## src/include/mips_defines.svh

```systemverilog
`ifndef MIPS_DEFINES_SVH
`define MIPS_DEFINES_SVH

// datapath and register file sizes
`define MIPS_XLEN       32
`define MIPS_NREG       32
`define MIPS_RADDR_W    5

// first fetch address out of reset
`define MIPS_RESET_PC   32'h0000_0000

// instruction field ranges
`define MIPS_F_OP       31:26
`define MIPS_F_RS       25:21
`define MIPS_F_RT       20:16
`define MIPS_F_RD       15:11
`define MIPS_F_FUNCT    5:0
`define MIPS_F_IMM      15:0

`endif

```

## src/source/mips_isa_pkg.sv

```systemverilog
`include "mips_defines.svh"

package mips_isa_pkg;

    typedef logic [`MIPS_XLEN-1:0]    word_t;
    typedef logic [`MIPS_RADDR_W-1:0] regAddr_t;
    typedef logic [5:0]               opcode_t;
    typedef logic [5:0]               funct_t;

    typedef enum logic [2:0] {
        ALU_ADD = 3'd0,
        ALU_SUB = 3'd1,
        ALU_AND = 3'd2,
        ALU_OR  = 3'd3,
        ALU_SLT = 3'd4
    } aluOp_e;

    // major opcodes
    localparam opcode_t OP_RTYPE = 6'h00;
    localparam opcode_t OP_BEQ   = 6'h04;
    localparam opcode_t OP_ADDIU = 6'h09;
    localparam opcode_t OP_ORI   = 6'h0d;
    localparam opcode_t OP_LW    = 6'h23;
    localparam opcode_t OP_SW    = 6'h2b;

    // special function codes
    localparam funct_t FN_ADDU = 6'h21;
    localparam funct_t FN_SUBU = 6'h23;
    localparam funct_t FN_AND  = 6'h24;
    localparam funct_t FN_OR   = 6'h25;
    localparam funct_t FN_SLT  = 6'h2a;

endpackage

```

## src/source/mips_pipe_pkg.sv

```systemverilog
package mips_pipe_pkg;

    import mips_isa_pkg::*;

    // decoded control bundle
    typedef struct packed {
        logic   regWrite;
        logic   memRead;
        logic   memWrite;
        logic   aluSrcImm;
        logic   zeroExtend;
        logic   regDstRd;
        logic   branch;
        aluOp_e aluOp;
    } ctrl_t;

    // operand source for execute
    typedef enum logic [1:0] {
        FWD_NONE = 2'd0,
        FWD_MEM  = 2'd1,
        FWD_WB   = 2'd2
    } fwdSel_e;

    typedef struct packed {
        ctrl_t    ctrl;
        word_t    pc;
        word_t    opA;
        word_t    opB;
        word_t    imm;
        regAddr_t rs;
        regAddr_t rt;
        regAddr_t dest;
    } idEx_t;

    typedef struct packed {
        ctrl_t    ctrl;
        word_t    pc;
        word_t    aluRes;
        word_t    storeData;
        regAddr_t dest;
    } exMem_t;

    // only what write-back still needs
    typedef struct packed {
        logic     regWrite;
        logic     memRead;
        word_t    pc;
        word_t    aluRes;
        regAddr_t dest;
    } memWb_t;

endpackage

```

## src/source/instrDecoder.sv

```systemverilog
`timescale 1ns/1ps

`include "mips_defines.svh"

module instrDecoder (
    input  mips_isa_pkg::word_t    instr_i,
    output mips_pipe_pkg::ctrl_t   ctrl_o,
    output mips_isa_pkg::regAddr_t rs_o,
    output mips_isa_pkg::regAddr_t rt_o,
    output mips_isa_pkg::regAddr_t dest_o
);
    import mips_isa_pkg::*;
    import mips_pipe_pkg::*;

    opcode_t  opcode;
    funct_t   funct;
    regAddr_t rd;

    assign opcode = instr_i[`MIPS_F_OP];
    assign funct  = instr_i[`MIPS_F_FUNCT];
    assign rs_o   = instr_i[`MIPS_F_RS];
    assign rt_o   = instr_i[`MIPS_F_RT];
    assign rd     = instr_i[`MIPS_F_RD];

    always_comb begin
        ctrl_o       = '0;
        ctrl_o.aluOp = ALU_ADD;
        case (opcode)
            OP_RTYPE: begin
                ctrl_o.regWrite = 1'b1;
                ctrl_o.regDstRd = 1'b1;
                case (funct)
                    FN_ADDU: ctrl_o.aluOp = ALU_ADD;
                    FN_SUBU: ctrl_o.aluOp = ALU_SUB;
                    FN_AND:  ctrl_o.aluOp = ALU_AND;
                    FN_OR:   ctrl_o.aluOp = ALU_OR;
                    FN_SLT:  ctrl_o.aluOp = ALU_SLT;
                    // unsupported funct acts as a nop
                    default: ctrl_o.regWrite = 1'b0;
                endcase
            end
            OP_ADDIU: begin
                ctrl_o.regWrite  = 1'b1;
                ctrl_o.aluSrcImm = 1'b1;
            end
            OP_ORI: begin
                ctrl_o.regWrite   = 1'b1;
                ctrl_o.aluSrcImm  = 1'b1;
                ctrl_o.zeroExtend = 1'b1;
                ctrl_o.aluOp      = ALU_OR;
            end
            OP_LW: begin
                ctrl_o.regWrite  = 1'b1;
                ctrl_o.memRead   = 1'b1;
                ctrl_o.aluSrcImm = 1'b1;
            end
            OP_SW: begin
                ctrl_o.memWrite  = 1'b1;
                ctrl_o.aluSrcImm = 1'b1;
            end
            OP_BEQ: ctrl_o.branch = 1'b1;
            default: ;
        endcase

        dest_o = ctrl_o.regDstRd ? rd : rt_o;
        // $zero is never a real destination
        if (dest_o == '0) begin
            ctrl_o.regWrite = 1'b0;
        end
    end

endmodule

```

## src/source/regFile.sv

```systemverilog
`timescale 1ns/1ps

`include "mips_defines.svh"

module regFile (
    input  logic                   clk_i,
    input  logic                   rst_i,
    input  mips_isa_pkg::regAddr_t readAddrA_i,
    input  mips_isa_pkg::regAddr_t readAddrB_i,
    input  logic                   writeEn_i,
    input  mips_isa_pkg::regAddr_t writeAddr_i,
    input  mips_isa_pkg::word_t    writeData_i,
    output mips_isa_pkg::word_t    readDataA_o,
    output mips_isa_pkg::word_t    readDataB_o
);
    import mips_isa_pkg::*;

    word_t regs [`MIPS_NREG];

    always_ff @(posedge clk_i) begin
        if (rst_i) begin
            for (int i = 0; i < `MIPS_NREG; i++) begin
                regs[i] <= '0;
            end
        end else if (writeEn_i) begin
            regs[writeAddr_i] <= writeData_i;
        end
    end

    // write in the same cycle wins over the stored value
    function automatic word_t readPort(input regAddr_t addr);
        if (addr == '0) begin
            return '0;
        end
        if (writeEn_i && writeAddr_i == addr) begin
            return writeData_i;
        end
        return regs[addr];
    endfunction

    always_comb begin
        readDataA_o = readPort(readAddrA_i);
        readDataB_o = readPort(readAddrB_i);
    end

endmodule

```

## src/source/aluUnit.sv

```systemverilog
`timescale 1ns/1ps

module aluUnit (
    input  mips_isa_pkg::word_t  a_i,
    input  mips_isa_pkg::word_t  b_i,
    input  mips_isa_pkg::aluOp_e op_i,
    output mips_isa_pkg::word_t  result_o
);
    import mips_isa_pkg::*;

    logic lessThan;

    // signed compare for slt
    assign lessThan = $signed(a_i) < $signed(b_i);

    always_comb begin
        case (op_i)
            ALU_ADD: result_o = a_i + b_i;
            ALU_SUB: result_o = a_i - b_i;
            ALU_AND: result_o = a_i & b_i;
            ALU_OR:  result_o = a_i | b_i;
            ALU_SLT: result_o = word_t'(lessThan);
            default: result_o = '0;
        endcase
    end

endmodule

```

## src/source/hazardUnit.sv

```systemverilog
`timescale 1ns/1ps

module hazardUnit (
    input  mips_isa_pkg::regAddr_t rsD_i,
    input  mips_isa_pkg::regAddr_t rtD_i,
    input  logic                   branchD_i,
    input  mips_pipe_pkg::idEx_t   idEx_i,
    input  mips_pipe_pkg::exMem_t  exMem_i,
    input  mips_pipe_pkg::memWb_t  memWb_i,
    output mips_pipe_pkg::fwdSel_e fwdA_o,
    output mips_pipe_pkg::fwdSel_e fwdB_o,
    output logic                   fwdBrA_o,
    output logic                   fwdBrB_o,
    output logic                   stall_o
);
    import mips_isa_pkg::*;
    import mips_pipe_pkg::*;

    logic exUsedByD;
    logic memUsedByD;
    logic loadUse;
    logic branchWait;

    // memory stage is younger, so it is checked first
    function automatic fwdSel_e pickFwd(input regAddr_t src, input exMem_t em,
                                        input memWb_t mw);
        if (em.ctrl.regWrite && em.dest == src) begin
            return FWD_MEM;
        end
        if (mw.regWrite && mw.dest == src) begin
            return FWD_WB;
        end
        return FWD_NONE;
    endfunction

    always_comb begin
        fwdA_o = pickFwd(idEx_i.rs, exMem_i, memWb_i);
        fwdB_o = pickFwd(idEx_i.rt, exMem_i, memWb_i);
    end

    // branch compare can take alu results from memory, not load data
    assign fwdBrA_o = exMem_i.ctrl.regWrite && !exMem_i.ctrl.memRead
                      && exMem_i.dest == rsD_i;
    assign fwdBrB_o = exMem_i.ctrl.regWrite && !exMem_i.ctrl.memRead
                      && exMem_i.dest == rtD_i;

    assign exUsedByD  = idEx_i.ctrl.regWrite
                        && (idEx_i.dest == rsD_i || idEx_i.dest == rtD_i);
    assign memUsedByD = exMem_i.ctrl.regWrite
                        && (exMem_i.dest == rsD_i || exMem_i.dest == rtD_i);

    assign loadUse    = idEx_i.ctrl.memRead && exUsedByD;
    // load data reaches decode only through the register file bypass
    assign branchWait = branchD_i && (exUsedByD || (exMem_i.ctrl.memRead && memUsedByD));

    assign stall_o = loadUse || branchWait;

endmodule

```

## src/source/mipsCore.sv

```systemverilog
`timescale 1ns/1ps

`include "mips_defines.svh"

module mipsCore (
    input  logic                   clk_i,
    input  logic                   rst_i,
    output mips_isa_pkg::word_t    instrAddr_o,
    input  mips_isa_pkg::word_t    instr_i,
    output logic                   dataEn_o,
    output logic                   dataWe_o,
    output mips_isa_pkg::word_t    dataAddr_o,
    output mips_isa_pkg::word_t    dataWdata_o,
    input  mips_isa_pkg::word_t    dataRdata_i,
    output logic                   wbEn_o,
    output mips_isa_pkg::regAddr_t wbReg_o,
    output mips_isa_pkg::word_t    wbData_o,
    output mips_isa_pkg::word_t    wbPc_o
);
    import mips_isa_pkg::*;
    import mips_pipe_pkg::*;

    word_t    pcF;
    word_t    pcD;
    word_t    instrD;
    ctrl_t    ctrlD;
    regAddr_t rsD;
    regAddr_t rtD;
    regAddr_t destD;
    word_t    rdA;
    word_t    rdB;
    word_t    immD;
    word_t    brA;
    word_t    brB;
    word_t    branchTarget;
    logic     takenD;
    logic     stall;
    fwdSel_e  fwdA;
    fwdSel_e  fwdB;
    logic     fwdBrA;
    logic     fwdBrB;
    idEx_t    idEx;
    exMem_t   exMem;
    memWb_t   memWb;
    word_t    opA;
    word_t    opB;
    word_t    aluB;
    word_t    aluRes;
    word_t    wbData;

    // fetch
    always_ff @(posedge clk_i) begin
        if (rst_i) begin
            pcF <= `MIPS_RESET_PC;
        end else if (!stall) begin
            pcF <= takenD ? branchTarget : pcF + 32'd4;
        end
    end

    assign instrAddr_o = pcF;

    // fetch/decode register, cleared instr decodes as nop
    always_ff @(posedge clk_i) begin
        if (rst_i) begin
            instrD <= '0;
        end else if (!stall) begin
            instrD <= instr_i;
        end
    end

    always_ff @(posedge clk_i) begin
        if (!stall) begin
            pcD <= pcF;
        end
    end

    // decode
    instrDecoder i_instrDecoder (
        .instr_i (instrD),
        .ctrl_o  (ctrlD),
        .rs_o    (rsD),
        .rt_o    (rtD),
        .dest_o  (destD)
    );

    regFile i_regFile (
        .clk_i       (clk_i),
        .rst_i       (rst_i),
        .readAddrA_i (rsD),
        .readAddrB_i (rtD),
        .writeEn_i   (memWb.regWrite),
        .writeAddr_i (memWb.dest),
        .writeData_i (wbData),
        .readDataA_o (rdA),
        .readDataB_o (rdB)
    );

    assign immD = ctrlD.zeroExtend ? {16'b0, instrD[`MIPS_F_IMM]}
                                   : {{16{instrD[15]}}, instrD[`MIPS_F_IMM]};

    // beq resolves here, the delay slot is already in fetch
    assign brA          = fwdBrA ? exMem.aluRes : rdA;
    assign brB          = fwdBrB ? exMem.aluRes : rdB;
    assign takenD       = ctrlD.branch && (brA == brB);
    assign branchTarget = pcD + 32'd4 + {immD[29:0], 2'b00};

    hazardUnit i_hazardUnit (
        .rsD_i     (rsD),
        .rtD_i     (rtD),
        .branchD_i (ctrlD.branch),
        .idEx_i    (idEx),
        .exMem_i   (exMem),
        .memWb_i   (memWb),
        .fwdA_o    (fwdA),
        .fwdB_o    (fwdB),
        .fwdBrA_o  (fwdBrA),
        .fwdBrB_o  (fwdBrB),
        .stall_o   (stall)
    );

    // stall turns the execute slot into a bubble
    always_ff @(posedge clk_i) begin
        idEx <= '{ctrl: ctrlD, pc: pcD, opA: rdA, opB: rdB, imm: immD,
                  rs: rsD, rt: rtD, dest: destD};
        if (rst_i || stall) begin
            idEx.ctrl <= '0;
        end
    end

    // execute
    always_comb begin
        case (fwdA)
            FWD_MEM: opA = exMem.aluRes;
            FWD_WB:  opA = wbData;
            default: opA = idEx.opA;
        endcase
        case (fwdB)
            FWD_MEM: opB = exMem.aluRes;
            FWD_WB:  opB = wbData;
            default: opB = idEx.opB;
        endcase
    end

    assign aluB = idEx.ctrl.aluSrcImm ? idEx.imm : opB;

    aluUnit i_aluUnit (
        .a_i      (opA),
        .b_i      (aluB),
        .op_i     (idEx.ctrl.aluOp),
        .result_o (aluRes)
    );

    always_ff @(posedge clk_i) begin
        exMem <= '{ctrl: idEx.ctrl, pc: idEx.pc, aluRes: aluRes, storeData: opB,
                   dest: idEx.dest};
        if (rst_i) begin
            exMem.ctrl <= '0;
        end
    end

    // memory
    assign dataEn_o    = exMem.ctrl.memRead || exMem.ctrl.memWrite;
    assign dataWe_o    = exMem.ctrl.memWrite;
    assign dataAddr_o  = exMem.aluRes;
    assign dataWdata_o = exMem.storeData;

    always_ff @(posedge clk_i) begin
        memWb <= '{regWrite: exMem.ctrl.regWrite, memRead: exMem.ctrl.memRead,
                   pc: exMem.pc, aluRes: exMem.aluRes, dest: exMem.dest};
        if (rst_i) begin
            memWb.regWrite <= 1'b0;
            memWb.memRead  <= 1'b0;
        end
    end

    // write-back, load data arrives this cycle
    assign wbData   = memWb.memRead ? dataRdata_i : memWb.aluRes;
    assign wbEn_o   = memWb.regWrite;
    assign wbReg_o  = memWb.dest;
    assign wbData_o = wbData;
    assign wbPc_o   = memWb.pc;

endmodule

```

## config.mk

```make
export PLATFORM = sky130hd
export DESIGN_NAME = mipsCore
export DESIGN_NICKNAME = d
export VERILOG_FILES = /design/src/source/mips_isa_pkg.sv /design/src/source/mips_pipe_pkg.sv /design/src/source/instrDecoder.sv /design/src/source/regFile.sv /design/src/source/aluUnit.sv /design/src/source/hazardUnit.sv /design/src/source/mipsCore.sv
export VERILOG_INCLUDE_DIRS = /design/src /design/src/include
export SDC_FILE = /design/constraint.sdc
export NUM_CORES = 2
export LEC_CHECK = 0
export ABC_AREA = 1
export BUFFER_PORTS_ARGS = -buffer_cell sky130_fd_sc_hd__buf_2
export CORE_AREA = 10 10 581 583
export CTS_CLUSTER_SIZE = 8
export DETAILED_ROUTE_END_ITERATION = 8
export DIE_AREA = 0 0 591 593
export GPL_TIMING_DRIVEN = 0
export REMOVE_ABC_BUFFERS = 1
export SLEW_MARGIN = 20
export SYNTH_ARGS = -nofsm -noshare
export SYNTH_HDL_FRONTEND = slang
export SYNTH_SLANG_ARGS = --single-unit
```

## constraint.sdc

```tcl
create_clock -name clk_i -period 14 [get_ports clk_i]
set_input_delay 2.8 -clock clk_i [delete_from_list [all_inputs] [get_ports clk_i]]
set_output_delay 2.8 -clock clk_i [all_outputs]
set_load 0.02 [all_outputs]
```

# --- Word level (Yosys, flattened, before mapping) ---
# Memories as Yosys holds them, arrays and structs flattened. A register that Yosys moved wholly into a read port is not among the register bits.
# Index checks and enable logic that the tools add are counted.
totals:
  reg_bits: 420
  latch_bits: 0
  ram_bits: 1024
  rom_bits: 0
  in_bits: 66
  output_inout_bits: 168
  elab_cells: 158
  mem_count: 1
mem_list:
  columns: ["name", "depth", "word_bits", "read_ports", "rd_ports_with_merged_regs", "wr", "line_no", "text"]
  rows:
  - ["i_regFile.regs", 32, 32, 2, 2, 32, "regFile.sv:18", "word_t regs [`MIPS_NREG];"]
classes:
  addsub: 5
  mul: 0
  n_div: 0
  magnitude_cmp: 1
  eq_ne: 29
  n_shift: 0
  mux: 60
  bitwise_logic: 2
  n_reduce_logical: 32
ops:
  columns: ["cell", "count"]
  rows:
  - ["32-bit 2-to-1 mux", 14]
  - ["32-bit one-hot mux with 5 select lines", 1]
  - ["32-bit one-hot mux with 2 select lines", 2]
  - ["32-bit by 3-bit adder with 32-bit output, second input constant", 2]
  - ["32-bit adder", 2]
  - ["5-bit equality test", 10]
  - ["6-bit equality test, second input constant", 7]
  - ["32-bit bitwise AND", 1]
  - ["32-bit equality test", 1]
  - ["32-bit < comparator", 1]
  - ["32-bit bitwise OR", 1]
  - ["32-bit OR reduction", 1]
  - ["32-bit subtractor", 1]
  - ["30-bit 2-to-1 mux", 1]
  - ["5-bit 2-to-1 mux", 6]
  - ["1-bit 2-to-1 mux", 25]
  - ["2-bit 2-to-1 mux", 8]
  - ["1-bit logical AND", 15]
  - ["5-bit logical NOT", 3]
  - ["6-bit by 4-bit equality test with 1-bit output, second input constant", 2]
  - ["3-bit one-hot mux with 4 select lines", 1]
  - ["3-bit by 2-bit equality test with 1-bit output, second input constant", 2]
  - ["6-bit by 3-bit equality test with 1-bit output, second input constant", 1]
  - ["6-bit logical NOT", 1]
  - ["13 further kinds", 20]

# --- Longest topological paths before layout ---
logic_depth:
  depth_word: 11
  ltp_mapped: 34
  mapped_depth_nobuf: 34

# --- Modules after synthesis ---
# A second synthesis with hierarchy kept.
unflattened:
  cells_unflattened: 11136
  area_unflattened_um2: 83273.6
by_module_without_submodules:
  columns: ["mod", "n_inst", "cells_each", "area_per_inst_um2", "seq_area_each_um2"]
  rows:
  - ["regFile", 1, 7450, 58064.4, 30749.5]
  - ["mipsCore", 1, 2315, 18082.3, 8668.3]
  - ["aluUnit", 1, 1148, 6018.3, 0.0]
  - ["hazardUnit", 1, 140, 680.7, 0.0]
  - ["instrDecoder", 1, 83, 427.9, 0.0]

# --- Worst setup path before layout ---
# Ideal clock, no wire load.
synth_path:
  path_type: "input-to-output"
  startpoint: "in dataRdata_i[14]"
  endpoint: "out wbData_o[14]"
  arrival_time_ns: 3.607
  required_ns: 11.200
  path_slack_ns: 7.593
  path_stages: 5
  path_buffers: 1
  path_cell_list: "inv_1 > nand2_1 > o21ai_1 > clkbuf_1 > inv_1"
synth_between:
  elab_chain_cells: 1
synth_rtl:
  columns: ["element", "line_no", "text"]
  rows:
  - ["from (decl)", "mipsCore.sv:14", "input mips_isa_pkg::word_t dataRdata_i,"]
  - ["32-bit 2-to-1 mux", "mipsCore.sv:177", "assign wbData = memWb.memRead ? dataRdata_i : memWb.aluRes;"]
  - ["to (decl)", "mipsCore.sv:17", "output mips_isa_pkg::word_t wbData_o,"]
# No other way between the ends.

# --- Worst setup path in the final report ---
layout_path:
  startpoint: "reg memWb (netlist bit wbReg_o[3])"
  endpoint: "reg exMem (netlist bit dataAddr_o[30])"
layout_between:
  elab_chain_cells: 11
  elab_cells_between_ends: 26
  classes_between: "add/sub (2); eq/ne (6); mux (14); bitwise (2); reduce/logical (2)"
layout_rtl:
  columns: ["element", "line_no", "text"]
  rows:
  - ["from (decl)", "mipsCore.sv:44", "memWb_t memWb;"]
  - ["from (signal assigned)", "mipsCore.sv:168", "memWb <= '{regWrite: exMem.ctrl.regWrite, memRead: exMem.ctrl.memRead,"]
  - ["5-bit equality test *", "hazardUnit.sv:30", "if (mw.regWrite && mw.dest == src) begin"]
  - ["1-bit logical AND *", "hazardUnit.sv:30", null]
  - ["1-bit 2-to-1 mux (2 in a row)", "hazardUnit.sv:30", null]
  - ["2-bit 2-to-1 mux *", "hazardUnit.sv:33", "return FWD_NONE;"]
  - ["2-bit 2-to-1 mux *", "hazardUnit.sv:30", null]
  - ["2-bit equality test / 2-bit by 1-bit equality test with 1-bit output (equally long branches)", "mipsCore.sv:137", "case (fwdB)"]
  - ["32-bit one-hot mux with 2 select lines *", "mipsCore.sv:137", null]
  - ["net opB[9]", "mipsCore.sv:46", "word_t opB;"]
  - ["32-bit 2-to-1 mux *", "mipsCore.sv:144", "assign aluB = idEx.ctrl.aluSrcImm ? idEx.imm : opB;"]
  - ["32-bit subtractor / 32-bit adder (equally long branches)", "aluUnit.sv:19, aluUnit.sv:18", null]
  - ["32-bit one-hot mux with 5 select lines *", "aluUnit.sv:17", "case (op_i)"]
  - ["net aluRes[30]", "mipsCore.sv:48", "word_t aluRes;"]
  - ["to (signal assigned)", "mipsCore.sv:154", "exMem <= '{ctrl: idEx.ctrl, pc: idEx.pc, aluRes: aluRes, storeData: opB,"]
  - ["to (decl)", "mipsCore.sv:43", "exMem_t exMem;"]
# Mark *: on every way through the listed nets, which the timed path passes. The rest lies on a longest branch. The select of a mux whose other input is x is not followed.
# A chain may end at the register's enable or synchronous reset.

==> flow_metrics.py <==
metrics = {
    "sta": {
        "drv_slew": 0,
        "fin_crit_sh": 0.650,
        "finalHoldViolations": 0,
        "skew_ps": 59.4,
        "rsz0062_at_grt": "no",
        "finalCriticalPeriod_ps": 9100,
        "maxSlewHeadroom": 0.151,
        "tightest_slew_ps": 1270,
        "setup_viol": 0,
        "clock.fmax_mhz": 110,
        "fin_ws_ps": 4900,
    },
    "floorplanning": {
        "die_w_um": 591,
        "dieArea_sq_um": 350000,
        "start_util": 0.249,
        "fp.dieH_um": 593,
        "coreArea_sq_um": 326000,
        "rows": 210,
        "io-pin-count": 234,
    },
    "clock_network": {
        "cts_tree": "done",
        "clk_pin_slew_ps": 50,
        "cts-resized-gates": 0,
        "root_buffer": "clkbuf_16",
        "hold_buffers": 0,
        "cts.sinks": 1441,
        "clk-insertion-delay-late_ps": 860,
        "cts.path.max_buffers": 3,
        "cts_setup_buffers": 0,
        "numCtsBuffers": 199,
        "htree_levels": 4,
    },
    "critical_path": {
        "rrSetupSlack_ps": 4900,
        "critPathArrivalTime_ps": 9850,
        "cp_slowest_cell": "a221oi_1",
        "regToRegStartpoint": "wbReg_o[3]$_DFF_P_",
        "cp.required_ps": 14750,
        "r2r_end": "dataAddr_o[30]$_DFF_P_",
        "endpoint_kind": "register",
        "endpoint": "dataAddr_o[30]$_DFF_P_",
        "worstSetupStartpointType": "register",
        "critPathKind": "reg -> reg",
        "cpPeakStageDelay_ps": 1090,
        "cp-startpoint": "wbReg_o[3]$_DFF_P_",
        "crit_top_cell": "nand2_1",
        "path_max_fanout": 23,
        "r2r_cells": 29,
    },
    "synthesis": {
        "ys_ff_latch": 1441,
        "synth.cell_area_sq_um": 81100,
        "synthArstFlopShare": 0,
        "ys_seq_area_frac": 0.486,
        "synth-edff-count": 1056,
        "yosysWarnings": 0,
        "avgSynthCellArea_sq_um": 7.97,
        "synth.distinct_cells": 58,
        "yosys_most_used_dff": "edfxtp_1",
        "synth_cells": 10173,
    },
    "min_path": {
        "min-delay-path-class": "reg -> reg",
        "hp-start": "exMem[95]$_DFF_P_",
    },
    "outcome": {
        "status": "finished clean",
    },
    "power": {
        "cellPowerDensity_nw_per_um2": 137,
        "p_comb_frac": 0.252,
        "clkPwrFrac": 0.349,
        "p_sw_uw": 4430,
        "peakVddDrop_mv": 0.136,
        "p_int_uw": 8370,
        "pwr-share-seq": 0.399,
        "sw_frac_of_total": 0.346,
        "p_leak_uw": 0.0394,
        "power_uw": 12800,
    },
    "global_routing": {
        "grt_start_max_net_pins": 115,
        "grt_pass1_wl_mm": 461,
        "antenna_found_initial": 6,
        "overflow": 0,
        "grt_pass1_vias": 68286,
        "grtUsageTotal": 0.175,
    },
    "routing": {
        "routedWlPerCell_um": 22.4,
        "ant_nets": 0,
        "route.layer.met1.wl_mm": 123,
        "firstDrtPassIters": 9,
        "dr.first_iter.drc_count": 9695,
        "vias_per_cell": 5.12,
        "top_layer_used": "met5",
        "finalWirelength_mm": 322,
        "remaining_drc_errors": 0,
        "wl_met3_mm": 36.7,
        "wl_met2_mm": 138,
        "dr_total_vias": 73406,
    },
    "place": {
        "globalplace.congestion": 0.903,
        "post-place-ws_ps": 5500,
        "dpl.hpwl_mm": 202,
        "numPortBuffers": 233,
    },
    "flow_run": {
        "maxCapViolations": 0,
    },
    "layout": {
        "nets": 10132,
        "fill_cells": 34219,
        "drive_above_1_share": 0.0840,
        "seq_area_sq_um": 39500,
        "area_delta_synth_final_pct": 15.3,
        "multi_input_area_sq_um": 33900,
    },
}
[cell usage after synthesis (26+ instances only)]
cell type | count | area, sq um
buf_1 | 48 | 180
nand3_1 | 1375 | 6880
clkbuf_1 | 363 | 1360
a221oi_1 | 46 | 403
inv_1 | 1124 | 4220
dfxtp_1 | 385 | 7710
nor3_1 | 37 | 185
edfxtp_1 | 1056 | 31700
buf_2 | 248 | 1240
nand2_1 | 2018 | 7570
buf_4 | 138 | 1040
a21oi_1 | 431 | 2160
or2_2 | 65 | 407
nor2_1 | 1402 | 5260
nand4_1 | 26 | 163
ha_1 | 158 | 1980
xor2_1 | 53 | 464
o21ai_1 | 101 | 505
o21ai_0 | 304 | 1520
o211ai_1 | 511 | 3840
buf_6 | 61 | 687
o22ai_1 | 31 | 194
[metal layers]
metal,global-route usage,vias to the layer above
met2,0.266,4545
met1,0.225,34700
met5,0,-
met4,0.110,2
met3,0.0390,941
li1,-,33218
[state kept, by name, indices dropped and copies added (netlist names), named ones only]
name            flops
pcD                32
idEx              136
dataAddr_o         32
dataWe_o            1
instrD             32
instrAddr_o        32
wbPc_o             32
exMem              39
wbReg_o             5
wbEn_o              1
dataWdata_o        32
memWb              33
i_regFile.regs   1024
[worst max-delay path, delay by kind of cell (launching register included)]
kind                     cells  cell delay [ps]
buffers and inverters        7             1930
adder cells (fa/ha/maj)      1              330
AO/OA/AOI/OAI               10             3130
flip-flops                   1              670
AND/OR/NAND/NOR             11             2890
[power groups by stage]
| stage | registers (uW) | clock network [uW] | logic [uW] |
|---|---|---|---|
| finish | 5100 | 4470 | 3230 |
| global route | 5110 | 4660 | 3420 |
| CTS | 5090 | 4490 | 3160 |
| detailed placement | 5170 | 0 | 3150 |
| global placement | 5290 | 0 | 2840 |
| floorplan | 5180 | 0 | 1590 |
[cell usage in the layout, fill, tap and decap left out, types with 11 or more instances in the layout]
master     instances
xnor2_1           17
o211ai_1         511
xor2_1            53
nand3_1         1372
dfxtp_1          373
a221oi_1          46
a21oi_1          431
o21ai_0          304
dfxtp_4           11
buf_16            99
edfxtp_1        1056
clkbuf_16        200
or2_2             65
or2_1             19
ha_1             158
nor3_2            16
o22ai_1           31
nand4_1           26
buf_2            233
o2111ai_1         22
clkbuf_1          72
nor2_1          1399
inv_1           1116
buf_4             11
nor4_1            12
nand2_4           64
a21boi_0          23
o21ai_1           69
buf_12            43
o21ai_4           32
nand2_1         1952
nor3_1            23
[how the worst min path moves through the flow]
stage / to / slack [ps] / depth (start not counted)
final: wbPc_o[26]$_DFF_P_ / 320 / 0
after floorplan: exMem[100]$_DFF_P_ / 310 / 0
after global placement: wbPc_o[22]$_DFF_P_ / 310 / 0
after CTS: wbPc_o[26]$_DFF_P_ / 320 / 0
after global routing: wbPc_o[1]$_DFF_P_ / 330 / 0
after detailed placement: wbPc_o[0]$_DFF_P_ / 310 / 0
[logic make-up (layout without fill, tap and decap cells)]
| family | Yosys count | after routing | share of synthesized area |
|---|---|---|---|
| AO/OA/AOI/OAI | 1518 | 1518 | 0.115 |
| XOR/XNOR | 70 | 70 | 0.00756 |
| multiplexers | 1 | 1 | 0.000139 |
| buffers and inverters | 2003 | 1822 | 0.109 |
| flip-flops | 1441 | 1441 | 0.486 |
| AND/OR/NAND/NOR | 4979 | 4979 | 0.257 |
| other | 0 | 2 | 0 |
| adder cells (fa/ha/maj) | 161 | 161 | 0.0251 |
[metrics by stage]
| stage | cells | util | TNS [ps] | area [sq um] | hold WS, ps |
|---|---|---|---|---|---|
| after floorplan | 9314 | - | -825190 | 76600 | 310 |
| final | 14340 | 0.287 | 0 | 93500 | 320 |
| after global placement | 13893 | 0.255 | -3055540 | 83200 | 312 |
| after detailed placement | 14048 | 0.270 | 0 | 88000 | 312 |
| after CTS | 14336 | 0.287 | 0 | 93500 | 321 |
| after global routing | 14338 | 0.287 | 0 | 93500 | 328 |
[cell type report]
cell class | count | share of cell area
inverter | 1144 | 0.0467
antenna | 2 | 0.0000535
tap | 4346 | 0.0581
sequential | 1441 | 0.422
multi-input combinational | 6729 | 0.362
clock inverter | 16 | 0.00246
clock buffer | 272 | 0.0564
timing repair buffer | 390 | 0.0521
Power figures use the tool's default switching activity.
